`src/tetris_grid_pkg.sv`:
```
package tetris_grid_pkg;

  //////////////////////////////////////////////////////////////////////
  // playfield geometry
  //////////////////////////////////////////////////////////////////////

  localparam int GRID_ROWS = 22;
  localparam int GRID_COLS = 10;

  typedef logic [2:0] cell_t;              // colour code, 0 is empty
  typedef cell_t [GRID_COLS-1:0] row_t;
  typedef row_t  [GRID_ROWS-1:0] grid_t;   // grid[row][col], row 0 on top

  typedef logic [4:0] row_idx_t;
  // box column, values 12..15 stand for -4..-1 left of the wall
  typedef logic [3:0] col_idx_t;
  typedef logic [7:0] line_cnt_t;

  localparam cell_t    CELL_EMPTY = 3'd0;
  localparam row_idx_t LAST_ROW   = row_idx_t'(GRID_ROWS - 1);
  localparam col_idx_t LAST_COL   = col_idx_t'(GRID_COLS - 1);

  // a row counts as full when no cell is empty
  function automatic logic row_full(row_t r);
    logic full;
    full = 1'b1;
    for (int c = 0; c < GRID_COLS; c++) begin
      if (r[c] == CELL_EMPTY) begin
        full = 1'b0;
      end
    end
    return full;
  endfunction

endpackage

```
`src/tetris_ctrl_pkg.sv`:
```
package tetris_ctrl_pkg;

  typedef enum logic [2:0] {
    IDLE, SPAWN, FALL, MOVE_CHECK, LOCK, CLEAR, GAME_OVER
  } state_t;

  typedef enum logic [2:0] {
    M_LEFT, M_RIGHT, M_ROR, M_DOWN, M_NONE
  } move_t;

  typedef logic [2:0] shape_t;
  typedef logic [1:0] rot_t;

  localparam shape_t SH_O = 3'd0;
  localparam shape_t SH_I = 3'd1;
  localparam shape_t SH_T = 3'd2;
  localparam shape_t SH_S = 3'd3;
  localparam shape_t SH_Z = 3'd4;
  localparam shape_t SH_J = 3'd5;
  localparam shape_t SH_L = 3'd6;

  localparam tetris_grid_pkg::row_idx_t SPAWN_ROW = 5'd0;
  localparam tetris_grid_pkg::col_idx_t SPAWN_COL = 4'd3;

  // row and col are the top-left corner of the 4x4 box
  typedef struct packed {
    shape_t                    shape;
    rot_t                      rot;
    tetris_grid_pkg::row_idx_t row;
    tetris_grid_pkg::col_idx_t col;
    tetris_grid_pkg::cell_t    color;
  } piece_t;

  // 4x4 box mask, msb is box row 0 col 0, one nibble per box row
  function automatic logic [15:0] shape_mask(shape_t shape, rot_t rot);
    logic [63:0] all_rot;            // {rot3, rot2, rot1, rot0}
    case (shape)
      SH_O:    all_rot = 64'h6600_6600_6600_6600;
      SH_I:    all_rot = 64'h4444_00F0_2222_0F00;
      SH_T:    all_rot = 64'h4C40_0E40_4640_4E00;
      SH_S:    all_rot = 64'h8C40_06C0_4620_6C00;
      SH_Z:    all_rot = 64'h4C80_0C60_2640_C600;
      SH_J:    all_rot = 64'h44C0_0E20_6440_8E00;
      SH_L:    all_rot = 64'hC440_0E80_4460_2E00;
      default: all_rot = '0;
    endcase
    return all_rot[16*rot +: 16];
  endfunction

  function automatic logic box_bit(logic [15:0] mask, int br, int bc);
    return mask[15 - 4*br - bc];
  endfunction

endpackage

```
`src/piece_source.sv`:
```
`timescale 1ns/1ps

module piece_source (
  input  logic                    clk,
  input  logic                    rst,
  input  logic                    next_i,
  output tetris_ctrl_pkg::shape_t shape_o,
  output tetris_grid_pkg::cell_t  color_o
);

  import tetris_grid_pkg::*;
  import tetris_ctrl_pkg::*;

  shape_t shape_q;     // shape dealt on the next request
  cell_t  color_q;
  shape_t shape_nxt;

  // fixed order O I T S Z J L, then back to O
  assign shape_nxt = (shape_q == SH_L) ? SH_O : shape_q + 3'd1;

  always_ff @(posedge clk or posedge rst) begin
    if (rst) begin
      shape_q <= SH_O;
      color_q <= cell_t'(SH_O + 3'd1);
    end else if (next_i) begin
      shape_q <= shape_nxt;
      color_q <= cell_t'(shape_nxt + 3'd1);   // colour follows the shape id
    end
  end

  assign shape_o = shape_q;
  assign color_o = color_q;

endmodule

```
`config.mk`:
```
export PLATFORM = sky130hd
export DESIGN_NAME = piece_source
export DESIGN_NICKNAME = d
export VERILOG_FILES = /design/src/tetris_grid_pkg.sv /design/src/tetris_ctrl_pkg.sv /design/src/piece_source.sv
export SDC_FILE = /design/constraint.sdc
export NUM_CORES = 1
export LEC_CHECK = 0
export ABC_AREA = 1
export BUFFER_PORTS_ARGS = -buffer_cell sky130_fd_sc_hd__buf_2
export CAP_MARGIN = 20
export CORE_AREA = 2 2 39 41
export CTS_CLUSTER_DIAMETER = 40
export DETAILED_ROUTE_END_ITERATION = 6
export DIE_AREA = 0 0 41 43
export PLACE_DENSITY = 0.37
export SLEW_MARGIN = 5
export SYNTH_ARGS = -nofsm -noshare
export SYNTH_HDL_FRONTEND = slang
export SYNTH_SLANG_ARGS = --single-unit
export TNS_END_PERCENT = 20
```
`constraint.sdc`:
```
create_clock -name clk -period 1 [get_ports clk]
set_input_delay 0.1 -clock clk [delete_from_list [all_inputs] [get_ports clk]]
set_output_delay 0.1 -clock clk [all_outputs]
set_load 0.01 [all_outputs]
```
After elaboration in Yosys (flattened, before gate mapping)
Index checks and enable logic that the tools add are counted.
{ "classes": {"n_addsub": 2, "multipliers": 0, "n_div": 0, "order_cmp": 0, "eq_ne": 1, "n_shift": 0, "n_mux": 1, "bitwise": 0, "n_reduce_logical": 0} }
{ "ops": {"columns": ["op", "n"], "rows": [
  ["$add A3 B1 Y3 const B", 2],
  ["$eq A3 B3 Y1 const B", 1],
  ["$mux W3", 1]
]} }
{ "word_totals": {"register_bits": 6, "latch_bits": 0, "ram_bits": 0, "rom_bits": 0, "word_cells": 6, "memories": 0} }

Logic depth before layout (Yosys ltp)
{ "depth": {"word_depth": 3, "mapped_depth": 5, "ltp_nobuf": 5} }

Worst setup path after synthesis
No wires, ideal clock.
{ "synth_timing": {"kind": "register -> register", "startpoint": "register shape_q[1] (netlist: shape_o[1])", "endpoint": "register shape_q[2] (netlist: shape_o[2])", "arrival_time_ps": 816, "t_required_ps": 883, "slack_ps": 67, "stages_incl_launch_ff": 4, "n_path_buf": 0, "period_less_slack_ps": 933, "cell_sequence": "dfrtp_1 > or2_1 > nand3_1 > nand2_1"} }
{ "synth_via": {"elab_chain_cells": 2, "elab_cells_between_ends": 3} }
{ "synth_rtl": {"columns": ["element", "line_no", "rtl"], "rows": [
  ["start, declared", "piece_source.sv:14", "shape_t shape_q;"],
  ["start signal, assigned", "piece_source.sv:26", "shape_q <= shape_nxt;"],
  ["$add A3 B1 Y3 / $eq A3 B3 Y1 (equally long branches)", "piece_source.sv:19", "assign shape_nxt = (shape_q == SH_L) ? SH_O : shape_q + 3'd1;"],
  ["$mux W3 *", "piece_source.sv:19", null]
]} }
Mark *: on every way between the ends. The rest lies on a longest branch, timed or not.
A chain may end at the register's enable or synchronous reset.

Worst setup path after layout
{ "layout_timing": {"startpoint": "register color_q[0] (netlist: color_o[0])", "endpoint": "output color_o[0]"} }
{ "layout_lines": {"columns": ["element", "line_no", "rtl"], "rows": [
  ["start, declared", "piece_source.sv:15", "cell_t color_q;"],
  ["start signal, assigned", "piece_source.sv:24", "color_q <= cell_t'(SH_O + 3'd1);"],
  ["start signal, assigned", "piece_source.sv:27", "color_q <= cell_t'(shape_nxt + 3'd1);"],
  ["end, declared", "piece_source.sv:8", "output tetris_grid_pkg::cell_t color_o"]
]} }
No word-level cell between the ends.

==> impl_metrics.csv <==
group,metric,value,unit
worst_setup_path,critPathMaxFanout,2,
routing,wl_per_cell,9.724,um
clock_network,clock-sinks,6,
yosys,synth.distinct_cells,13,
worst_setup_path,end_kind,"primary output",
clock_network,clkSlewWorstSetupHoldPaths,40,ps
yosys,synth_top_family_by_area,"simple AND/OR/NAND/NOR gates",
global_routing,grt_usage,0.09109,
placed_design,io_buffers,8,
status,status,"finished, final reports clean",
timing,hold_violations,0,
die,num_rows,14,
yosys,synthAdderAreaFrac,0,
timing,rsz0062_at_grt,"no",
global_routing,busiest_layer,"met4",
yosys,seq_area_frac_synth,0.5708,
global_routing,grt_pass1_wl,972,um
yosys,avgSynthCellArea,9.147,um2
clock_network,cts_root_buf,"clkbuf_4",
routing,totalWireLength,564,um
worst_setup_path,slowest_delay,520,ps
layout,ff_latch_area,153.9,um2
routing,vias,221,
worst_setup_path,critPathSlowestCell,"dfstp_2",
worst_setup_path,required,900,ps
layout,nFillCells,160,
global_routing,use_met1,0.1122,
yosys,synth-seq-cells,6,
global_routing,grt.overflow.total,0,
timing,fmax,1041,MHz
worst_setup_path,arrival,860,ps
clock_network,h-tree-depth,1,
routing,drt_iter0_drc,9,
yosys,synth_xor_area_frac,0,
placed_design,place_inst,53,
layout,drive_above_1_share,0.4286,
routing,via_per_inst,3.810,
worst_setup_path,worstSetupStartpointType,"flip-flop",
yosys,syn_nets,32,
yosys,synthSimpleGateAreaFrac,0.2406,
worst_setup_path,path_delay_family,"flip-flops",
timing,skew,13.14,ps
placed_design,gp_congestion,0.6820,
clock_network,numCtsBuffers,3,
power,power.leakage,0.1927,nW
yosys,netlist_area,265.3,um2
layout,fin_cells,58,
global_routing,use_met3,0.03141,
die,die_height,43,um
clock_network,cts_tree,"built",
clock_network,cts_setup_buffers,0,
worst_setup_path,crit_type,"reg2out",
timing,setup-tns-final,0,ps
timing,finalWorstPathRequiredPeriod,960.2,ps
power,p_per_area,3101,mW/mm2
yosys,syn_inst,29,
global_routing,first_global_vias,236,
layout,multi_input_area,95.09,um2
global_routing,antenna_found_initial,0,
routing,first_pass_iters,4,
timing,worstMarginPinSlew,235.6,ps
layout,layout.nets,46,
worst_setup_path,path_cells,"buf_6",
yosys,synth_compound_area_frac,0.1179,
timing,period_share,0.9602,
layout,syn2layout_area_growth,39.62,%
global_routing,gr-usage-met2,0.1000,
die,core-area,0.001384,mm2
die,die-area,0.001763,mm2
layout,final_util,0.2676,
timing,maxSlewHeadroom,0.8427,
yosys,synth_mux_area_frac,0,
yosys,yosys_warnings,0,
layout,antenna_cells,0,
timing,setup_viol,0,
global_routing,grt_max_degree,7,
hold_path,hold_path.class,"in2reg",
die,start_util,0.1917,
routing,ant_nets,0,
die,ios,9,
worst_setup_path,rrSetupSlack,50,ps
die,die_w,41,um
job,drv_cap,0,
routing,post-route-drc-count,0,
clock_network,clock_latency,250,ps
power,ir_drop,0.0009318,V
timing,slew_viol_final,0,
worst_setup_path,path_buf_inv,1,
clock_network,clock_path_buffers,2,
[metrics by stage]
stage	setup WS [ps]	total power, W	hold slack, ps	cell area [um2]
2_1_floorplan	66.63	0.0007051	-109.8	265.3
3_3_place_gp	87.38	0.0008561	27.48	325.3
3_5_place_dp	51.71	0.0008689	28.86	325.3
4_1_cts	9.934	0.001135	110.0	361.6
5_1_grt	3.463	0.001247	128.8	370.4
6_report	39.83	0.001148	123.8	370.4
[kinds of logic (layout without fill, tap and decap cells)]
kind of cell           Yosys count  in the layout
AND/OR/NAND/NOR                 14             14
buffers and inverters            5             18
AO/OA/AOI/OAI                    4              4
flip-flops                       6              6
[final timing paths]
path,startpoint,end,cells past startpoint
max,color_o[0]$_DFFE_PP1P_,color_o[0],1
min,next_i,shape_o[0]$_DFFE_PP0P_,2
max reg2reg,shape_o[1]$_DFFE_PP0P_,shape_o[2]$_DFFE_PP0P_,3
min reg2reg,color_o[2]$_DFFE_PP0P_,color_o[2]$_DFFE_PP0P_,2
max in group asynchronous,rst,color_o[0]$_DFFE_PP1P_,3
min in group asynchronous,rst,color_o[2]$_DFFE_PP0P_,3
[power breakdown]
part	switching [W]	total (W)	internal (W)	leakage, nW
Sequential	0.000109	0.000482	0.000373	0.0679
Clock	0.000102	0.000254	0.000152	0.0150
Combinational	0.000218	0.000413	0.000195	0.110
Total	0.000428	0.00115	0.000720	0.193
[layout make-up]
type,instances,share of cell area
Tap cell,16,0.05405
Multi-Input combinational cell,18,0.2568
Inverter,5,0.05068
Clock buffer,4,0.07095
Timing Repair Buffer,9,0.1520
Sequential cell,6,0.4155
[cell usage after synthesis]
cell type,number,area (um2)
nand3_1,1,5.000
dfrtp_1,5,125.1
o21ai_1,1,5.000
inv_2,1,3.750
inv_1,4,15.01
nand2_2,1,6.260
a21oi_4,1,16.27
nand2_1,7,26.28
a21oi_1,2,10.01
or2_1,2,12.51
or2_2,1,6.260
dfstp_2,1,26.28
nor2_1,2,7.510
[flip-flops by register name, summed over array words and instances, names as in the netlist]
| name | cells |
|---|---|
| color_o | 3 |
| shape_o | 3 |
[timing repair]
item                                   CTS  global route
setup endpoints to repair                0             5
resized for setup                        0             3
endpoints found under the hold margin    5             0
hold buffers                             1             0
[cells in the final DEF, fill, tap and decap left out]
cell type,instances
dfstp_2,1
clkbuf_4,3
or2_2,1
o21ai_1,1
buf_6,1
dfrtp_2,2
or2_1,2
a21oi_4,1
nand3_1,1
buf_2,7
dlygate4sd3_1,1
inv_1,4
nand2_1,7
clkbuf_1,1
dfrtp_1,3
inv_2,1
nand2_2,1
a21oi_1,2
nor2_1,2
[metal layers]
metal	part of all wire	up-vias	wire length (um)
li1	-	114	-
met1	0.40	98	228
met2	0.50	7	283
met3	0.074	2	42
met4	0.018	0	10
met5	0	-	0
(Power assumes the default switching activity.)
