==> src/tetris_grid_pkg.sv <==
package tetris_grid_pkg;

  //////////////////////////////////////////////////////////////////////
  // playfield geometry
  //////////////////////////////////////////////////////////////////////

  localparam int GRID_ROWS = 22;
  localparam int GRID_COLS = 10;

  typedef logic [2:0] cell_t;              // colour code, 0 is empty
  typedef cell_t [GRID_COLS-1:0] row_t;
  typedef row_t  [GRID_ROWS-1:0] grid_t;   // grid[row][col], row 0 on top

  typedef logic [4:0] row_idx_t;
  // box column, values 12..15 stand for -4..-1 left of the wall
  typedef logic [3:0] col_idx_t;
  typedef logic [7:0] line_cnt_t;

  localparam cell_t    CELL_EMPTY = 3'd0;
  localparam row_idx_t LAST_ROW   = row_idx_t'(GRID_ROWS - 1);
  localparam col_idx_t LAST_COL   = col_idx_t'(GRID_COLS - 1);

  // a row counts as full when no cell is empty
  function automatic logic row_full(row_t r);
    logic full;
    full = 1'b1;
    for (int c = 0; c < GRID_COLS; c++) begin
      if (r[c] == CELL_EMPTY) begin
        full = 1'b0;
      end
    end
    return full;
  endfunction

endpackage

==> src/line_clear.sv <==
`timescale 1ns/1ps

module line_clear (
  input  logic                      clk,
  input  logic                      rst,
  input  logic                      start_i,
  input  tetris_grid_pkg::grid_t    grid_i,
  output tetris_grid_pkg::grid_t    grid_o,
  output tetris_grid_pkg::row_idx_t removed_o,
  output logic                      done_o
);

  import tetris_grid_pkg::*;

  typedef enum logic [1:0] {
    CL_IDLE,
    CL_SCAN,   // one row per cycle, bottom up
    CL_FILL    // blank the vacated top rows
  } clr_state_t;

  clr_state_t state_q;
  grid_t      work_q;
  row_idx_t   rd_q;        // row being examined
  row_idx_t   wr_q;        // next row to keep
  row_idx_t   removed_q;
  logic       done_q;
  logic       rd_full;

  assign rd_full = row_full(work_q[rd_q]);

  always_ff @(posedge clk or posedge rst) begin
    if (rst) begin
      state_q   <= CL_IDLE;
      rd_q      <= '0;
      wr_q      <= '0;
      removed_q <= '0;
      done_q    <= 1'b0;
    end else begin
      done_q <= 1'b0;
      case (state_q)
        CL_IDLE: begin
          if (start_i) begin
            state_q   <= CL_SCAN;
            rd_q      <= LAST_ROW;
            wr_q      <= LAST_ROW;
            removed_q <= '0;
          end
        end
        CL_SCAN: begin
          if (rd_full) begin
            removed_q <= removed_q + 5'd1;   // skip it, write index holds
          end else begin
            wr_q <= wr_q - 5'd1;
          end
          rd_q <= rd_q - 5'd1;
          if (rd_q == '0) begin
            state_q <= CL_FILL;
          end
        end
        CL_FILL: begin
          done_q  <= 1'b1;
          state_q <= CL_IDLE;
        end
        default: begin
          state_q <= CL_IDLE;
        end
      endcase
    end
  end

  // working copy of the grid
  always_ff @(posedge clk) begin
    if (state_q == CL_IDLE && start_i) begin
      work_q <= grid_i;
    end else if (state_q == CL_SCAN && !rd_full) begin
      work_q[wr_q] <= work_q[rd_q];          // shift kept row down
    end else if (state_q == CL_FILL) begin
      for (int i = 0; i < GRID_ROWS; i++) begin
        if (row_idx_t'(i) < removed_q) begin
          work_q[i] <= '0;
        end
      end
    end
  end

  assign grid_o    = work_q;
  assign removed_o = removed_q;
  assign done_o    = done_q;

endmodule

==> config.mk <==
export PLATFORM = sky130hd
export DESIGN_NAME = line_clear
export DESIGN_NICKNAME = d
export VERILOG_FILES = /design/src/tetris_grid_pkg.sv /design/src/line_clear.sv
export SDC_FILE = /design/constraint.sdc
export NUM_CORES = 1
export LEC_CHECK = 0
export BUFFER_PORTS_ARGS = -buffer_cell sky130_fd_sc_hd__buf_4
export CORE_AREA = 2 2 511 513
export DETAILED_ROUTE_END_ITERATION = 10
export DIE_AREA = 0 0 513 515
export SLEW_MARGIN = 20
export SYNTH_ARGS = -nofsm -noshare
export SYNTH_HDL_FRONTEND = slang
export SYNTH_SLANG_ARGS = --single-unit
==> constraint.sdc <==
create_clock -name clk -period 4.85 [get_ports clk]
set_input_delay 0.485 -clock clk [delete_from_list [all_inputs] [get_ports clk]]
set_output_delay 0.485 -clock clk [all_outputs]
set_load 0.01 [all_outputs]
Yosys cells after proc, flatten, opt, wreduce, memory -nomap -nowiden

Cells that the tools add are included.

Bits in registers: 678
Bits of input ports: 663
Output and inout bits: 666
Logic and storage cells: 376

Add/sub/neg operators: 3
Magnitude comparators: 25
Equality and inequality tests: 6
Mux-type cells: 51
Reductions and logical operators: 66

Operators with widths:

| cell                                                                         | count |
|---|---|
| 660-bit 2-to-1 mux                                                           | 3 |
| 30-bit 2-to-1 mux                                                            | 24 |
| 660-bit bitwise mux                                                          | 1 |
| 30-bit binary-select mux with 5-bit select                                   | 1 |
| 30-bit demux with 5-bit select                                               | 1 |
| 3-bit nonzero test                                                           | 23 |
| 2-bit AND reduction                                                          | 24 |
| 4-bit by 5-bit less-than comparator with 1-bit output, first input constant  | 8 |
| 3-bit logical NOT                                                            | 10 |
| 5-bit less-than comparator, first input constant                             | 6 |
| 5-bit one-hot mux with 2 select lines                                        | 3 |
| 3-bit by 5-bit less-than comparator with 1-bit output, first input constant  | 4 |
| 5-bit 2-to-1 mux                                                             | 4 |
| 5-bit by 6-bit less-than comparator with 1-bit output, second input constant | 2 |
| 1-bit 2-to-1 mux                                                             | 11 |
| 1-bit by 5-bit less-than comparator with 1-bit output, first input constant  | 2 |
| 2-bit by 5-bit less-than comparator with 1-bit output, first input constant  | 2 |
| 5-bit by 1-bit subtractor with 5-bit output, second input constant           | 2 |
| 2-bit inequality test, second input constant                                 | 4 |
| 3-bit AND reduction                                                          | 2 |
| 5-bit by 1-bit adder with 5-bit output, second input constant                | 1 |
| 5-bit by 1-bit >= comparator with 1-bit output, second input constant        | 1 |
| 5-bit logical NOT                                                            | 1 |
| 2-bit 2-to-1 mux                                                             | 2 |
| other kinds (7)                                                              | 9 |

Longest topological paths before layout

Depth after elaboration: 17
Gate-level depth with buffers: 18
Depth with buffers taken out: 9

Worst setup path after synthesis

No wires, ideal clock.

Path type: flip-flop to flip-flop
Start point: reg rd_q[0]
End point: reg work_q, in the netlist grid_o[180] (enable)
Library setup time: 0.459 ns
Arrival: 4.934 ns
Required time: 4.391 ns
Setup slack: -0.543 ns
Cell stages (with the launch flop): 16
Path buffers: 7
Period minus slack after synthesis: 5.393 ns
Path through: dfrtp_1 buf_6 buf_12 buf_12 buf_6 buf_12 mux4_2 mux2i_1 o22ai_1 nand3b_2 nor3_2 a311o_1 buf_4 o21ai_4 clkbuf_2 o21ai_0

Longest elaborated chain between the ends: 17
Elaborated cells between the ends (all ways): 27
Those cells by class: mux: 12; reduce/logical: 15

Ends and longest elaborated chain:

| element                                      | line                  | source |
|---|---|---|
| start: declaration                           | line_clear.sv:23      | `row_idx_t rd_q;` |
| start signal: assignment                     | line_clear.sv:55      | `rd_q <= rd_q - 5'd1;` |
| 30-bit binary-select mux with 5-bit select * | line_clear.sv:29      | `assign rd_full = row_full(work_q[rd_q]);` |
| 30-bit 2-to-1 mux (implied by the code) *    | line_clear.sv:29      |  |
| 3-bit logical NOT                            | tetris_grid_pkg.sv:28 | `if (r[c] == CELL_EMPTY) begin` |
| 1-bit 2-to-1 mux (9 in a row)                | tetris_grid_pkg.sv:28 |  |
| 1-bit 2-to-1 mux *                           | tetris_grid_pkg.sv:28 |  |
| 1-bit logical NOT *                          | line_clear.sv:75      | `end else if (state_q == CL_SCAN && !rd_full) begin` |
| 1-bit logical AND *                          | line_clear.sv:75      |  |
| 3-bit nonzero test (no line)                 | --                    |  |
| 2-bit AND reduction (no line) *              | --                    |  |
| end signal: assignment                       | line_clear.sv:74      | `work_q <= grid_i;` |
| end signal: indexed assignment               | line_clear.sv:76      | `work_q[wr_q] <= work_q[rd_q];` |
| end: declaration                             | line_clear.sv:22      | `grid_t work_q;` |

Mark *: on every way between the ends. The rest lies on a longest branch, timed or not. The select of a mux whose other input is x is not followed.
A chain may end at the register's enable or synchronous reset.

Worst setup path in the final report

Start point: reg rd_q[0]
End point: reg work_q, in the netlist grid_o[393], data pin

Longest elaborated chain between the ends: 17
Elaborated cells between the ends (all ways): 27
Those cells by class: mux: 15; reduce/logical: 12

Ends and longest elaborated chain:

| element                                      | line                               | source |
|---|---|---|
| 30-bit binary-select mux with 5-bit select * | line_clear.sv:29, line_clear.sv:76 |  |
| 30-bit 2-to-1 mux (implied by the code) *    | line_clear.sv:29, line_clear.sv:76 |  |
| 3-bit logical NOT                            | tetris_grid_pkg.sv:28              |  |
| 1-bit 2-to-1 mux (10 in a row)               | tetris_grid_pkg.sv:28              |  |
| 1-bit logical NOT                            | line_clear.sv:75                   |  |
| 1-bit logical AND                            | line_clear.sv:75                   |  |
| 660-bit 2-to-1 mux *                         | line_clear.sv:75                   |  |
| 660-bit 2-to-1 mux *                         | line_clear.sv:73                   | `if (state_q == CL_IDLE && start_i) begin` |

Marked as above.

==> reports/qor.yml <==
via_count: 37220
initial_core_util_pct: 13.48
via_per_inst: 4.480
antenna_found_initial: 119
hold_viol_final: 0
grt_pass1_vias: 37410
required_ps: 5270
clkTransAtPathRegs_ps: 60
rows: 187
synthFlopType: "edfxtp_1"
die_w_um: 513
overflow: 0
cts_buffers: 86
cts.htree.levels: 3
skew_ps: 68.96
synth_nets: 3618
num-fill-cells: 27830
worstSetupPathType: "reg -> reg"
startpoint_type: "flop"
yosysTopAreaCell: "edfxtp_1"
clockBufferDepth: 3
gp_congestion: 0.9923
dpl.hpwl_mm: 272.6
finalSetupViolCount: 0
grt_pass1_wl_mm: 410.2
syn_avg_cell_area_um2: 11.82
yosysMostFrequentCell: "nand2_1"
synth_commonest_cells: "nand2_1, edfxtp_1, o21ai_0, mux2i_1, clkbuf_1"
totalWireLength_mm: 330.3
drcViolationCount: 0
grtUsageTotal_pct: 23.96
period_needed_ps: 4769
synth_warnings: 0
antenna_left: 0
worst_slew_pin_slew_ps: 1228
leakage_nw: 21.76
whs_ps: 57.36
timing.fmax_ghz: 0.2097
synth_top_area_share_pct: 56.87
synth_seq_cells: 678
status: "finished, final reports clean"
clock-root-buffer: "clkbuf_16"
rsz0062_at_grt: "false"
hp-class: "in -> reg"
final_max_slew_viol_count: 0
synth_area_mm2: 0.03485
synth_edf_count: 660
portBuffers: 1328
drv_cap: 0
multi_input_area_mm2: 0.01351
grt_max_degree: 112
synth_cells: 2948
slew_headroom_pct: 18.13
clk_latency_ps: 770
ys_types: 83
async_flop_share_pct: 2.655
cp_max_fo: 99
period_share_pct: 98.33
ir_worst_vdd_uv: 411.2
nets: 5459
die_h_um: 515
yosys-top-cells-area: "edfxtp_1, nand2_1, o21ai_0"
cts_tree: "yes"
core_mm2: 0.2585
dr.pass1.iters: 6
first_iter_violations: 4429
yosysSeqAreaShare_pct: 58.17
wl_per_cell_um: 39.76
p_per_area_mw_per_mm2: 660.9
io_pins: 1329
drive_above_1_share_pct: 40.02
crit_arrival_ps: 5190
power_mw: 38.35
worstSetupEndpointType: "flop"
fp.dieArea_mm2: 0.2642
area_growth_pct: 66.50
ff_latch_area_mm2: 0.02028
numClockSinks: 678
state kept, by name (all words and copies together), names as in the netlist:
signal	count
grid_o	660
done_o	1
rd_q	5
removed_o	5
wr_q	5
state_q	2
through the flow:
step / setup TNS [ps] / worst slack, ps / cell area [um^2] / cells / utilization [%]
after floorplan: 0 / 54.92 / 34850 / 2948 / -
after global placement: -77200 / -275.9 / 50590 / 7672 / 19.57
after detailed placement: -71050 / -253.6 / 50590 / 7672 / 19.57
after CTS: 0 / 25.45 / 57870 / 8256 / 22.38
after global routing: 0 / 37.65 / 57970 / 8286 / 22.42
final: 0 / 80.77 / 58020 / 8307 / 22.44
per-layer routing:
| metal | global-route usage [%] | share of wire (%) | vias up |
|---|---|---|---|
| met2 | 38.43 | 45 | 2833 |
| met5 | 0 | 0.072 | - |
| li1 | - | - | 14880 |
| met1 | 29.14 | 40 | 18890 |
| met3 | 7.505 | 9.8 | 579 |
| met4 | 11.16 | 5.4 | 38 |
power by group:
part           internal (mW)  switching [mW]  total [mW]
clock network           3.98            2.99        6.98
registers               8.41            1.72        10.1
logic                   6.65            14.6        21.2
layout by cell type, fill, tap and decap left out, drive strengths merged, types with 48 or more instances in the layout:
cell         count
mux2i          140
a22o            76
mux4            97
o21ai          578
buf           1579
edfxtp         660
diode           48
clkbuf         106
nand2          739
dlygate4sd3    419
cells by family (layout without fill, tap and decap cells):
family                   after synthesis  after routing  share of synthesized area (%)
AND/OR/NAND/NOR                      863            863                          9.913
buffers and inverters                259           2168                          4.503
other                                  0             48                              0
adder cells (fa/ha/maj)                7              7                         0.2513
AO/OA/AOI/OAI                        882            882                          15.92
flip-flops                           678            678                          58.17
XOR/XNOR                               1              1                        0.02514
multiplexers                         258            258                          11.22
path summary, 6_finish.rpt:
path                                   from  depth (start not counted)  slack, ps          end
worst max register to register      rd_q[0]                         13         80  grid_o[393]
min in group asynchronous               rst                          3        590   state_q[1]
worst max-delay path                rd_q[0]                         13         80  grid_o[393]
worst min-delay path            grid_i[279]                          3         60  grid_o[279]
worst min register to register      wr_q[0]                          1        590      wr_q[0]
max in group asynchronous               rst                          3       3520      rd_q[0]
what timing repair did:
item,in CTS,in global routing
setup buffers,9,3
endpoints found under the setup margin,883,20
gates resized for setup,10,1
endpoints found under the hold margin,432,0
pin swaps,5,1
hold buffers,419,0
area by class of cell:
class	instances	area share (%)
clock buffer	106	3.875
antenna	48	0.2070
tap	3402	7.336
multi-input combinational	2011	23.28
clock inverter	50	1.199
sequential	678	34.96
timing repair buffer	1999	29.06
inverter	13	0.08842
worst max-delay path: stages, from the launching register on:
cell and delay [ps]:
dfrtp_4 480, buf_12 260, buf_12 270, buf_4 190, mux2i_1 200, a22oi_1 250
nand3_1 200, o21ai_0 210, a21oi_4 110, a211o_1 330, nor3_4 380, a21o_4 310
buf_12 360, o21ai_0 250
Note: power is estimated with default switching activity, not from simulation.
